**src/hdl/cu_pkg.sv**
```systemverilog
package cu_pkg;

    // how fetch forms the next pc
    typedef enum logic [1:0] {
        NEXT_PC_BP_OR_PC_4 = 2'b00,
        NEXT_PC_KEEP       = 2'b01,
        NEXT_PC_JUMP       = 2'b10
    } next_pc_sel_e;

    // source of the jump address at fetch
    typedef enum logic [1:0] {
        SEL_JUMP_DECODE    = 2'b00,
        SEL_JUMP_EXECUTION = 2'b01,
        SEL_JUMP_CSR       = 2'b10,
        SEL_JUMP_CSR_RW    = 2'b11
    } sel_addr_e;

    // one-cycle redirect after a committed exception or csr/fence
    typedef enum logic [1:0] {
        RS_IDLE = 2'b00,
        RS_XCPT = 2'b01,
        RS_CSR  = 2'b10
    } redirect_state_e;

    // scalar writeback lanes
    parameter int DEF_NUM_WB = 2;
    // instructions retired per cycle
    parameter int DEF_RETIRE_W = 2;
    parameter int DEF_GL_INDEX_W = 6;
    parameter int DEF_CHKP_W = 2;

endpackage

```
**src/hdl/cu_event_if.sv**
```systemverilog
`timescale 1ns/1ps

interface cu_event_if (
    input logic clk_i,
    input logic rstn_i
);
    cu_pkg::redirect_state_e state;
    logic exception_next;
    logic fence_pending;
    logic wb_mispredict;
    logic id_bad_prediction;
    logic jump_request;

    modport tracker (
        output state, exception_next, fence_pending,
        output wb_mispredict, id_bad_prediction, jump_request
    );

    // clock and reset are visible so consumers can clock their checks
    modport consumer (
        input clk_i, rstn_i,
        input state, exception_next, fence_pending,
        input wb_mispredict, id_bad_prediction, jump_request
    );
endinterface

```
**src/hdl/control_unit.sv**
```systemverilog
`timescale 1ns/1ps

module control_unit #(
    parameter int NUM_WB = cu_pkg::DEF_NUM_WB,
    parameter int RETIRE_W = cu_pkg::DEF_RETIRE_W,
    parameter int GL_INDEX_W = cu_pkg::DEF_GL_INDEX_W,
    parameter int CHKP_W = cu_pkg::DEF_CHKP_W
) (
    input  logic             clk_i,
    input  logic             rstn_i,
    input  logic             miss_icache_i,
    input  logic             ready_icache_i,
    input  logic             id_valid_i,
    input  logic             id_is_branch_i,
    input  logic             id_predicted_as_branch_i,
    input  logic             id_valid_jal_i,
    input  logic             id_stall_csr_fence_i,
    input  logic             ir_valid_i,
    input  logic             ir_is_branch_i,
    input  logic             ir_empty_free_list_i,
    input  logic             ir_out_of_checkpoints_i,
    input  logic             ir_full_iq_i,
    input  logic             rr_gl_full_i,
    input  logic             exe_stall_i,
    input  logic [NUM_WB-1:0] wb_valid_i,
    input  logic [NUM_WB-1:0] wb_write_enable_i,
    input  logic             wb_correct_pred_i,
    input  logic             wb_checkpoint_done_i,
    input  logic [CHKP_W-1:0] wb_chkp_i,
    input  logic [GL_INDEX_W-1:0] wb_gl_index_i,
    input  logic             commit_valid_i,
    input  logic             commit_xcpt_i,
    input  logic             commit_ecall_i,
    input  logic             commit_fence_i,
    input  logic             commit_fencei_i,
    input  logic             commit_stall_csr_fence_i,
    input  logic             commit_write_enable_i,
    input  logic [RETIRE_W-1:0] commit_retire_i,
    input  logic [RETIRE_W-1:0] commit_regfile_we_i,
    input  logic             commit_stall_commit_i,
    input  logic             csr_eret_i,
    input  logic             csr_exception_i,
    input  logic             csr_stall_i,
    output cu_pkg::next_pc_sel_e next_pc_sel_o,
    output cu_pkg::sel_addr_e sel_addr_if_o,
    output logic             invalidate_icache_o,
    output logic             invalidate_buffer_o,
    output logic             stall_if1_o,
    output logic             stall_if2_o,
    output logic             stall_id_o,
    output logic             stall_iq_o,
    output logic             stall_ir_o,
    output logic             stall_rr_o,
    output logic             stall_exe_o,
    output logic             flush_if_o,
    output logic             flush_id_o,
    output logic             flush_ir_o,
    output logic             flush_rr_o,
    output logic             flush_exe_o,
    output logic             kill_exe_o,
    output logic             do_checkpoint_o,
    output logic             do_recover_o,
    output logic             delete_checkpoint_o,
    output logic [CHKP_W-1:0] recover_chkp_o,
    output logic [RETIRE_W-1:0] commit_update_o,
    output logic             commit_flush_o,
    output logic             enable_commit_o,
    output logic             flush_gl_o,
    output logic [GL_INDEX_W-1:0] flush_gl_index_o,
    output logic [NUM_WB-1:0] rf_write_enable_o,
    output logic             jump_mispred_o
);
    cu_event_if ev_bus (
        .clk_i  (clk_i),
        .rstn_i (rstn_i)
    );

    cu_event_tracker i_event_tracker (
        .wb_valid0_i (wb_valid_i[0]),
        .ev_o        (ev_bus),
        .*
    );

    // fetch sees the hazard unit's if1 stall
    cu_fetch_redirect i_fetch_redirect (
        .ev_i        (ev_bus),
        .stall_if1_i (stall_if1_o),
        .*
    );

    cu_hazard_ctrl i_hazard_ctrl (
        .ev_i (ev_bus),
        .*
    );

    cu_rename_commit_ctrl #(
        .NUM_WB     (NUM_WB),
        .RETIRE_W   (RETIRE_W),
        .GL_INDEX_W (GL_INDEX_W),
        .CHKP_W     (CHKP_W)
    ) i_rename_commit_ctrl (
        .ev_i       (ev_bus),
        .flush_ir_i (flush_ir_o),
        .stall_ir_i (stall_ir_o),
        .*
    );

endmodule

```
**src/hdl/cu_event_tracker.sv**
```systemverilog
`timescale 1ns/1ps

module cu_event_tracker (
    input  logic        clk_i,
    input  logic        rstn_i,
    input  logic        id_valid_i,
    input  logic        id_is_branch_i,
    input  logic        id_predicted_as_branch_i,
    input  logic        id_valid_jal_i,
    input  logic        id_stall_csr_fence_i,
    input  logic        wb_valid0_i,
    input  logic        wb_correct_pred_i,
    input  logic        commit_valid_i,
    input  logic        commit_xcpt_i,
    input  logic        commit_ecall_i,
    input  logic        commit_stall_csr_fence_i,
    input  logic        csr_eret_i,
    input  logic        csr_exception_i,
    cu_event_if.tracker ev_o
);
    cu_pkg::redirect_state_e state_q;
    cu_pkg::redirect_state_e state_d;
    logic xcpt_event;
    logic csr_event;
    logic exception_next;
    logic csr_next;
    logic fence_pending_q;
    logic wb_mispredict;
    logic id_bad_prediction;

    assign xcpt_event = (commit_valid_i && (commit_xcpt_i || commit_ecall_i)) ||
                        csr_eret_i || csr_exception_i;
    assign csr_event = commit_valid_i && commit_stall_csr_fence_i;

    // a state cannot be re-entered during its own cycle
    assign exception_next = xcpt_event && (state_q != cu_pkg::RS_XCPT);
    assign csr_next = csr_event && !xcpt_event && (state_q != cu_pkg::RS_CSR);

    always_comb begin
        if (exception_next) begin
            state_d = cu_pkg::RS_XCPT;
        end else if (csr_next) begin
            state_d = cu_pkg::RS_CSR;
        end else begin
            state_d = cu_pkg::RS_IDLE;
        end
    end

    always_ff @(posedge clk_i or negedge rstn_i) begin
        if (!rstn_i) begin
            state_q <= cu_pkg::RS_IDLE;
        end else begin
            state_q <= state_d;
        end
    end

    // csr/fence seen at decode but not yet committed
    // an exception redirect or a mispredict drops it first
    always_ff @(posedge clk_i or negedge rstn_i) begin
        if (!rstn_i) begin
            fence_pending_q <= 1'b0;
        end else if (state_q == cu_pkg::RS_XCPT || wb_mispredict) begin
            fence_pending_q <= 1'b0;
        end else if (id_valid_i && id_stall_csr_fence_i) begin
            fence_pending_q <= 1'b1;
        end else if (csr_event) begin
            fence_pending_q <= 1'b0;
        end
    end

    assign wb_mispredict = wb_valid0_i && !wb_correct_pred_i;
    assign id_bad_prediction = id_valid_i && !id_is_branch_i && id_predicted_as_branch_i;

    assign ev_o.state = state_q;
    assign ev_o.exception_next = exception_next;
    assign ev_o.fence_pending = fence_pending_q;
    assign ev_o.wb_mispredict = wb_mispredict;
    assign ev_o.id_bad_prediction = id_bad_prediction;
    assign ev_o.jump_request = wb_mispredict || id_bad_prediction || id_valid_jal_i;

    a_xcpt_one_cycle: assert property (
        @(posedge clk_i) disable iff (!rstn_i)
        state_q == cu_pkg::RS_XCPT |=> state_q != cu_pkg::RS_XCPT
    );

endmodule

```
**src/hdl/cu_fetch_redirect.sv**
```systemverilog
`timescale 1ns/1ps

module cu_fetch_redirect (
    cu_event_if.consumer      ev_i,
    input  logic              stall_if1_i,
    input  logic              id_valid_i,
    input  logic              id_stall_csr_fence_i,
    input  logic              commit_valid_i,
    input  logic              commit_fence_i,
    input  logic              commit_fencei_i,
    input  logic              commit_stall_csr_fence_i,
    output cu_pkg::next_pc_sel_e next_pc_sel_o,
    output cu_pkg::sel_addr_e sel_addr_if_o,
    output logic              invalidate_icache_o,
    output logic              invalidate_buffer_o
);
    logic keep_pc;

    // hold fetch while a csr/fence is in flight or fetch is stalled
    assign keep_pc = stall_if1_i || (id_valid_i && id_stall_csr_fence_i) ||
                     ev_i.fence_pending || (commit_valid_i && commit_fence_i);

    always_comb begin
        if (ev_i.jump_request || ev_i.state != cu_pkg::RS_IDLE) begin
            next_pc_sel_o = cu_pkg::NEXT_PC_JUMP;
        end else if (keep_pc) begin
            next_pc_sel_o = cu_pkg::NEXT_PC_KEEP;
        end else begin
            next_pc_sel_o = cu_pkg::NEXT_PC_BP_OR_PC_4;
        end
    end

    // csr redirects win over a branch redirect from writeback
    always_comb begin
        if (ev_i.state == cu_pkg::RS_XCPT) begin
            sel_addr_if_o = cu_pkg::SEL_JUMP_CSR;
        end else if (ev_i.state == cu_pkg::RS_CSR) begin
            sel_addr_if_o = cu_pkg::SEL_JUMP_CSR_RW;
        end else if (ev_i.wb_mispredict) begin
            sel_addr_if_o = cu_pkg::SEL_JUMP_EXECUTION;
        end else begin
            sel_addr_if_o = cu_pkg::SEL_JUMP_DECODE;
        end
    end

    // fence.i may follow self-modifying code
    assign invalidate_icache_o = commit_valid_i && commit_fencei_i;

    // refetch after fence.i, exceptions and csr writes
    assign invalidate_buffer_o = commit_valid_i &&
                                 (commit_fencei_i || ev_i.state == cu_pkg::RS_XCPT ||
                                  (commit_stall_csr_fence_i && !commit_fence_i));

endmodule

```
**src/hdl/cu_hazard_ctrl.sv**
```systemverilog
`timescale 1ns/1ps

module cu_hazard_ctrl (
    cu_event_if.consumer ev_i,
    input  logic         miss_icache_i,
    input  logic         ready_icache_i,
    input  logic         id_stall_csr_fence_i,
    input  logic         id_valid_jal_i,
    input  logic         ir_empty_free_list_i,
    input  logic         ir_out_of_checkpoints_i,
    input  logic         ir_full_iq_i,
    input  logic         rr_gl_full_i,
    input  logic         exe_stall_i,
    input  logic         commit_valid_i,
    input  logic         commit_fence_i,
    input  logic         commit_stall_csr_fence_i,
    input  logic         csr_stall_i,
    output logic         stall_if1_o,
    output logic         stall_if2_o,
    output logic         stall_id_o,
    output logic         stall_iq_o,
    output logic         stall_ir_o,
    output logic         stall_rr_o,
    output logic         stall_exe_o,
    output logic         flush_if_o,
    output logic         flush_id_o,
    output logic         flush_ir_o,
    output logic         flush_rr_o,
    output logic         flush_exe_o,
    output logic         kill_exe_o
);
    logic front_redirect;
    logic if_bubble;
    logic front_full_stall;

    // full front-end flush on any redirect
    assign front_redirect = (ev_i.state != cu_pkg::RS_IDLE) || ev_i.wb_mispredict;

    // drop only the fetched instruction, decode keeps its own
    assign if_bubble = id_stall_csr_fence_i || ev_i.fence_pending ||
                       commit_stall_csr_fence_i || id_valid_jal_i ||
                       (commit_valid_i && commit_fence_i) || ev_i.id_bad_prediction;

    assign flush_id_o = front_redirect;
    assign flush_if_o = front_redirect || (!csr_stall_i && if_bubble);

    always_comb begin
        flush_ir_o = 1'b0;
        flush_rr_o = 1'b0;
        flush_exe_o = 1'b0;
        kill_exe_o = 1'b0;
        if (ev_i.state == cu_pkg::RS_XCPT) begin
            flush_ir_o = 1'b1;
            flush_rr_o = 1'b1;
            flush_exe_o = 1'b1;
        end else if (ev_i.wb_mispredict) begin
            flush_ir_o = 1'b1;
            flush_rr_o = 1'b1;
            kill_exe_o = 1'b1;
        end else if (rr_gl_full_i && !exe_stall_i) begin
            // bubble into rr while the graduation list drains
            flush_rr_o = 1'b1;
        end
    end

    assign front_full_stall = csr_stall_i || ir_full_iq_i;
    assign stall_if2_o = front_full_stall;
    assign stall_id_o = front_full_stall;
    assign stall_if1_o = front_full_stall || (commit_valid_i && commit_stall_csr_fence_i) ||
                         miss_icache_i || !ready_icache_i;

    always_comb begin
        stall_iq_o = 1'b0;
        stall_ir_o = 1'b0;
        stall_rr_o = 1'b0;
        stall_exe_o = 1'b0;
        if (csr_stall_i) begin
            stall_iq_o = 1'b1;
            stall_ir_o = 1'b1;
            stall_rr_o = 1'b1;
            stall_exe_o = 1'b1;
        end else if (exe_stall_i || rr_gl_full_i) begin
            stall_iq_o = 1'b1;
            stall_ir_o = 1'b1;
            stall_rr_o = 1'b1;
        end else if (ir_empty_free_list_i || ir_out_of_checkpoints_i) begin
            // rename resources exhausted, hold only the issue queue
            stall_iq_o = 1'b1;
        end
    end

    // the registered exception redirect empties front and back end one cycle later
    a_xcpt_flushes_all: assert property (
        @(posedge ev_i.clk_i) disable iff (!ev_i.rstn_i)
        ev_i.exception_next |=> flush_if_o && flush_id_o && flush_ir_o && flush_exe_o
    );

endmodule

```
**src/hdl/cu_rename_commit_ctrl.sv**
```systemverilog
`timescale 1ns/1ps

module cu_rename_commit_ctrl #(
    parameter int NUM_WB = cu_pkg::DEF_NUM_WB,
    parameter int RETIRE_W = cu_pkg::DEF_RETIRE_W,
    parameter int GL_INDEX_W = cu_pkg::DEF_GL_INDEX_W,
    parameter int CHKP_W = cu_pkg::DEF_CHKP_W
) (
    cu_event_if.consumer     ev_i,
    input  logic             flush_ir_i,
    input  logic             stall_ir_i,
    input  logic             ir_valid_i,
    input  logic             ir_is_branch_i,
    input  logic             ir_out_of_checkpoints_i,
    input  logic [NUM_WB-1:0] wb_valid_i,
    input  logic [NUM_WB-1:0] wb_write_enable_i,
    input  logic             wb_correct_pred_i,
    input  logic             wb_checkpoint_done_i,
    input  logic [CHKP_W-1:0] wb_chkp_i,
    input  logic [GL_INDEX_W-1:0] wb_gl_index_i,
    input  logic             commit_valid_i,
    input  logic             commit_xcpt_i,
    input  logic             commit_write_enable_i,
    input  logic [RETIRE_W-1:0] commit_retire_i,
    input  logic [RETIRE_W-1:0] commit_regfile_we_i,
    input  logic             commit_stall_commit_i,
    input  logic             csr_exception_i,
    output logic             do_checkpoint_o,
    output logic             do_recover_o,
    output logic             delete_checkpoint_o,
    output logic [CHKP_W-1:0] recover_chkp_o,
    output logic [RETIRE_W-1:0] commit_update_o,
    output logic             commit_flush_o,
    output logic             enable_commit_o,
    output logic             flush_gl_o,
    output logic [GL_INDEX_W-1:0] flush_gl_index_o,
    output logic [NUM_WB-1:0] rf_write_enable_o,
    output logic             jump_mispred_o
);
    logic commit_rf_write;

    // snapshot rename state for each branch that actually enters rename
    assign do_checkpoint_o = ir_valid_i && ir_is_branch_i && !ir_out_of_checkpoints_i &&
                             !flush_ir_i && !stall_ir_i;
    assign do_recover_o = ev_i.wb_mispredict && wb_checkpoint_done_i;
    assign delete_checkpoint_o = wb_valid_i[0] && wb_correct_pred_i && wb_checkpoint_done_i;
    assign recover_chkp_o = wb_chkp_i;

    // nothing retires in the cycle that raises the exception redirect
    assign commit_update_o = commit_retire_i & commit_regfile_we_i &
                             {RETIRE_W{!ev_i.exception_next}};
    assign commit_flush_o = (ev_i.state == cu_pkg::RS_XCPT);
    assign enable_commit_o = !commit_stall_commit_i && !ev_i.exception_next;

    assign flush_gl_o = ev_i.wb_mispredict;
    assign flush_gl_index_o = ev_i.wb_mispredict ? wb_gl_index_i : '0;

    // commit shares the lane 0 write port
    assign commit_rf_write = commit_valid_i && !commit_xcpt_i && !csr_exception_i &&
                             commit_write_enable_i;
    assign rf_write_enable_o = (wb_valid_i & wb_write_enable_i) | NUM_WB'(commit_rf_write);

    assign jump_mispred_o = ev_i.id_bad_prediction || ev_i.wb_mispredict;

    a_recover_xor_delete: assert property (
        @(posedge ev_i.clk_i) disable iff (!ev_i.rstn_i)
        !(do_recover_o && delete_checkpoint_o)
    );

endmodule

```
**config.mk**
```make
export PLATFORM = sky130hd
export DESIGN_NAME = control_unit
export DESIGN_NICKNAME = d
export VERILOG_FILES = /design/src/hdl/cu_pkg.sv /design/src/hdl/cu_event_if.sv /design/src/hdl/control_unit.sv /design/src/hdl/cu_event_tracker.sv /design/src/hdl/cu_fetch_redirect.sv /design/src/hdl/cu_hazard_ctrl.sv /design/src/hdl/cu_rename_commit_ctrl.sv
export SDC_FILE = /design/constraint.sdc
export NUM_CORES = 1
export LEC_CHECK = 0
export ABC_AREA = 1
export BUFFER_PORTS_ARGS = -buffer_cell sky130_fd_sc_hd__clkbuf_2
export CAP_MARGIN = 40
export CORE_MARGIN = 2
export CORE_UTILIZATION = 31
export CTS_CLUSTER_DIAMETER = 120
export DETAILED_ROUTE_END_ITERATION = 16
export PLACE_DENSITY = 0.95
export SKIP_LAST_GASP = 1
export SYNTH_ARGS = -nofsm -noshare
export SYNTH_HDL_FRONTEND = slang
export SYNTH_SLANG_ARGS = --single-unit
```
**constraint.sdc**
```tcl
create_clock -name clk_i -period 2.2 [get_ports clk_i]
set_clock_uncertainty 0.2 [all_clocks]
set_input_delay 0.44 -clock clk_i [delete_from_list [all_inputs] [get_ports clk_i]]
set_output_delay 0.44 -clock clk_i [all_outputs]
set_load 0.01 [all_outputs]
```
# After elaboration in Yosys (flattened, before gate mapping)
# Index checks and enable logic that the tools add are counted.
# op_classes
bitwise	4
muxes	24
n_reduce_logical	67
eq_ne	4
# ops
op	count
logical AND 1 bit	26
logical OR 1 bit	25
two-way mux 1 bit	18
logical NOT 1 bit	14
two-way mux 2 bit	5
AND 2 bit	3
two-way mux 6 bit	1
nonzero test 3 bit	1
== test 2 x 1 -> 1 bit, second input constant	1
== test 2 bit, second input constant	1
inequality test 2 x 1 -> 1 bit, second input constant	1
inequality test 2 bit, second input constant	1
bitwise OR 2 x 1 -> 2 bit	1
nonzero test 2 bit	1
# totals
inputBits	45
wordCells	101
regBits	3
output_inout_bits	38

# Logic depth before layout (Yosys ltp)
# depth
depth_word	9
mapped_depth	6
ltp_nobuf	6

# Cells and area by module
# A second synthesis with hierarchy kept.
# hier_totals
hier_cells	117
area_unflattened_um2	599.3
# modules_own_cells
module	area_per_inst_um2	cells_per_inst	n_inst	seq_area_each_um2
cu_event_tracker	171.4	25	1	75.1
cu_rename_commit_ctrl	167.7	40	1	0.0
cu_hazard_ctrl	138.9	30	1	0.0
cu_fetch_redirect	121.4	22	1	0.0

# Worst setup path before layout
# No wires, ideal clock.
# synth_timing
path_type	register -> output
start	register i_event_tracker.state_q[0] (netlist: i_event_tracker.ev_o.state[0])
end	output do_checkpoint_o
setup_slack_ps	407
stages_incl_launch_ff	5
path_buffers	0
required_ps	1560
arrival_time_ps	1153
path_cell_list	dfrtp_1 ha_1 inv_2 nand2_1 nor3_1
# synth_between
elab_chain_len	5
# synth_lines
element	line	rtl
start: declaration	cu_event_tracker.sv:21	cu_pkg::redirect_state_e state_q;
start signal: assignment	cu_event_tracker.sv:51	state_q <= cu_pkg::RS_IDLE;
start signal: assignment	cu_event_tracker.sv:53	state_q <= state_d;
== test 2 x 1 -> 1 bit	-	
via commit_flush_o	control_unit.sv:66	output logic commit_flush_o,
two-way mux 1 bit	cu_hazard_ctrl.sv:52	if (ev_i.state == cu_pkg::RS_XCPT) begin
via flush_ir_o	control_unit.sv:57	output logic flush_ir_o,
logical NOT 1 bit	cu_rename_commit_ctrl.sv:44	!flush_ir_i && !stall_ir_i;
logical AND 1 bit	cu_rename_commit_ctrl.sv:43	assign do_checkpoint_o = ir_valid_i && ir_is_branch_i && !ir_out_of_checkpoints_i &&
logical AND 1 bit	cu_rename_commit_ctrl.sv:44	
end: declaration	control_unit.sv:61	output logic do_checkpoint_o,
# The timed path passes the listed nets, and every way through them passes these cells.

# Worst setup path in the final report
# layout_timing
start	register i_event_tracker.state_q[1] (netlist: i_event_tracker.ev_o.state[1])
end	output invalidate_buffer_o
# layout_between
elab_chain_len	4
# layout_lines
element	line	rtl
== test 2 x 1 -> 1 bit	cu_fetch_redirect.sv:51	(commit_fencei_i || ev_i.state == cu_pkg::RS_XCPT ||
logical OR 1 bit (2 in a row)	cu_fetch_redirect.sv:51	
logical AND 1 bit	cu_fetch_redirect.sv:50	assign invalidate_buffer_o = commit_valid_i &&
end: declaration	control_unit.sv:47	output logic invalidate_buffer_o,
# Every way passes these cells.

==> out/metrics.csv <==
stage,metric,value,unit
power_and_ir_drop,PD cells,395,nW/um^2
global_routing,largest net degree at the start of global routing,14,
floorplan,core area,1710,sq um
layout,Area Overhead vs Synth,74.2,%
cts,clock sinks,3,
global_routing,GR peak layer,met2,
detailed_routing,DRT iter0 DRCs,3,
job,maxcap violations,0,
floorplan,die area,2140,sq um
detailed_routing,DRT Pass-1 Iters,3,
setup_path,"Arr. time, crit path",1390,ps
placed_design,Final GP Congestion,0.730,
logic_synthesis,synth cell count leaders,"22 x nor2_1, 20 x nand2_1, 18 x inv_1",
setup_path,crit end category,output pin,
power_and_ir_drop,Internal,224,uW
cts,number of setup buffers added after CTS,0,
placed_design,post-detail-place hpwl,1620,um
setup_path,r2r setup slk,910,ps
setup_path,crit-path max cell delay,380,ps
sta,Worst Max-Slew Pin Slew,262,ps
power_and_ir_drop,Clock power frac,0.258,
setup_path,Startpoint Class,flip-flop,
detailed_routing,final wirelength,1760,um
cts,H-tree levels,1,
cts,TritonCTS clock tree,yes,
cts,clk slew on worst S/H paths,40,ps
setup_path,r2r endpoint,i_event_tracker.ev_o.fence_pending,
global_routing,Overall Global Routing Usage,0.161,
detailed_routing,wire per inst,8.83,um
logic_synthesis,Yosys warnings,0,
power_and_ir_drop,sequential power share,0.168,
setup_path,Critical path origin,i_event_tracker.ev_o.state[1],
logic_synthesis,"Seq/Total Area, Yosys",0.136,
setup_path,CP Class,flip-flop to output pin,
global_routing,grt met1 use,0.138,
logic_synthesis,"FFs w/ async S/R, synth",1.00,
sta,Rel. slew slack,0.825,
global_routing,antenna violations before repair,0,
setup_path,crit path to,invalidate_buffer_o,
detailed_routing,Via Count,845,
placed_design,IO Port Bufs,78,
sta,Slew Limit Fails,0,
logic_synthesis,Synth area leaders,"nor2_1 15%, dfrtp_1 14%, nand2_1 14%, inv_1 12%, buf_4 8.1%",
floorplan,# rows,15,
status,outcome,"finished, final reports clean",
setup_path,critical-path cell with the highest stage delay,dfrtp_1,
cts,Max Root-Sink Buffers,2,
layout,layout cells sized above 1,0.552,
power_and_ir_drop,Sw Share,0.411,
logic_synthesis,syn_nets,146,
logic_synthesis,Synth Flop Type,dfrtp_1,
power_and_ir_drop,Peak VDD IR,0.168,mV
floorplan,Die Y,46.2,um
setup_path,RR Startpoint,i_event_tracker.ev_o.state[1],
global_routing,met3 Use GR,0.0588,
floorplan,number of top-level pins,83,
global_routing,vias in the first global route,660,
setup_path,Top Family by Delay on Critical Path,flip-flops,
sta,Peak Freq,0.493,GHz
global_routing,first-pass GRT wire length,2460,um
sta,RSZ-0062 raised after global routing,false,
logic_synthesis,"EDFF count, synth",0,
logic_synthesis,Avg Synthesized Cell Area,5.64,sq um
floorplan,Initial Util,0.324,
detailed_routing,Vias per Instance,4.25,
floorplan,Die W,46.2,um
setup_path,Worst Path Required,1560,ps
setup_path,R2R cell count,5,
setup_path,Levels on crit path,5,
detailed_routing,post-route ant nets,0,
logic_synthesis,most frequent cell after synthesis,nor2_1,
setup_path,Worst Path Max Fanout,7,
logic_synthesis,#FFs+latches synth,3,
logic_synthesis,number of distinct library cells after synthesis,20,
logic_synthesis,Syn Std Cell Area,553,sq um
detailed_routing,DRC,0,
cts,TritonCTS buffer count,3,
logic_synthesis,cell count after synthesis,98,
sta,Final setup violation count,0,
setup_path,cells along the critical path,"inv_1, ha_2, nor2_1, a21boi_1, clkbuf_2",
cts,Root Driver,clkbuf_4,
sta,Hold Slack,289,ps
worst_hold_path,HP Class,primary input to flip-flop,
global_routing,GRT overflow,0,
layout,fin nets,223,
layout,Antenna diodes,0,
logic_synthesis,top-area cell type share of the netlist area,0.149,
sta,Fin. Hold Viols,0,
power_and_ir_drop,Leakage,0.000647,uW
power_and_ir_drop,Combinational Power Share,0.574,
cts,Clock Latency Late Sink,230,ps
setup_path,Worst Path Buf+Inv,2,
sta,Period minus WS final,2030,ps
sta,Final period util,0.922,
power_and_ir_drop,sw power,156,uW
logic_synthesis,cell taking the most area after synthesis,nor2_1,
sta,TNS Setup,0,ps
global_routing,met2 usage,0.319,
[cells by family (layout without fill, tap and decap cells)]
group | Yosys count | count (layout) | synth area share
AOI/OAI and AO/OA | 7 | 7 | 0.0996
adders and majority gates | 3 | 3 | 0.0679
buffers and inverters | 29 | 105 | 0.240
DFF | 3 | 3 | 0.136
and+or+nand+nor | 56 | 56 | 0.457
[worst register-to-register path: cells and delay by family, from the launching register on]
kind / cells / cell delay (ps)
adders and majority gates: 1 / 290
DFF: 1 / 380
AOI/OAI and AO/OA: 1 / 60
and+or+nand+nor: 1 / 110
buffers and inverters: 2 / 140
[registers in the layout, summed over array words and instances, names as in the netlist]
register	count
i_event_tracker.ev_o.state	2
i_event_tracker.ev_o.fence_pending	1
[placed cells by master (no fill, tap or decap), drive strengths merged]
| cell | count |
|---|---|
| nor2 | 28 |
| a21oi | 3 |
| o211ai | 1 |
| o21ai | 2 |
| nor3 | 2 |
| clkinv | 1 |
| nand3 | 4 |
| dlygate4sd3 | 1 |
| clkbuf | 82 |
| a21boi | 1 |
| ha | 3 |
| dfrtp | 3 |
| inv | 21 |
| nand2 | 22 |
[power groups by stage]
stage          combinational [uW]  sequential, uW  clock, uW
6_report                      218            63.9       98.2
5_1_grt                       242            64.9        106
4_1_cts                       220            63.8        101
3_5_place_dp                  217            64.4          0
3_3_place_gp                  214            64.2          0
2_1_floorplan                 127            63.9          0
[metrics by stage]
step	worst slack [ps]	power [uW]	utilization	cells	area, sq um
floorplan	407	191	-	98	553
global placement	395	278	0.541	194	925
detailed placement	338	282	0.541	194	925
CTS	66.7	384	0.563	199	961
global route	72.3	413	0.564	199	963
finish	171	380	0.564	199	963
[final cells by class]
cell class / instances / area [sq um]
multi-input combinational: 66 / 348
fill: 169 / 744
inverter: 22 / 82.6
clock buffer: 4 / 26.3
tap: 25 / 31.3
timing repair buffer: 79 / 400
sequential: 3 / 75.1
[metal layers]
metal / up-vias / part of all wire
li1: 436 / -
met1: 363 / 0.36
met4: 0 / 0.0057
met2: 44 / 0.53
met5: - / 0
met3: 2 / 0.11
[worst min path at each step]
| stage | startpoint | endpoint | slack (ps) | depth (start not counted) |
|---|---|---|---|---|
| finish | id_valid_i | i_event_tracker.ev_o.fence_pending | 290 | 3 |
| global route | id_stall_csr_fence_i | i_event_tracker.ev_o.fence_pending | 300 | 3 |
| CTS | id_stall_csr_fence_i | i_event_tracker.ev_o.fence_pending | 280 | 3 |
| detailed placement | rstn_i | i_event_tracker.ev_o.fence_pending | 40 | 1 |
| global placement | rstn_i | i_event_tracker.ev_o.fence_pending | 40 | 1 |
| floorplan | rstn_i | i_event_tracker.ev_o.fence_pending | -60 | 0 |
[timing repair]
action,4_1_cts,5_1_grt
hold buffers,1,0
endpoints found under the hold margin,3,0
resized for setup,0,1
endpoints found under the setup margin,0,1
No activity file was read; power rests on OpenSTA's default activity.
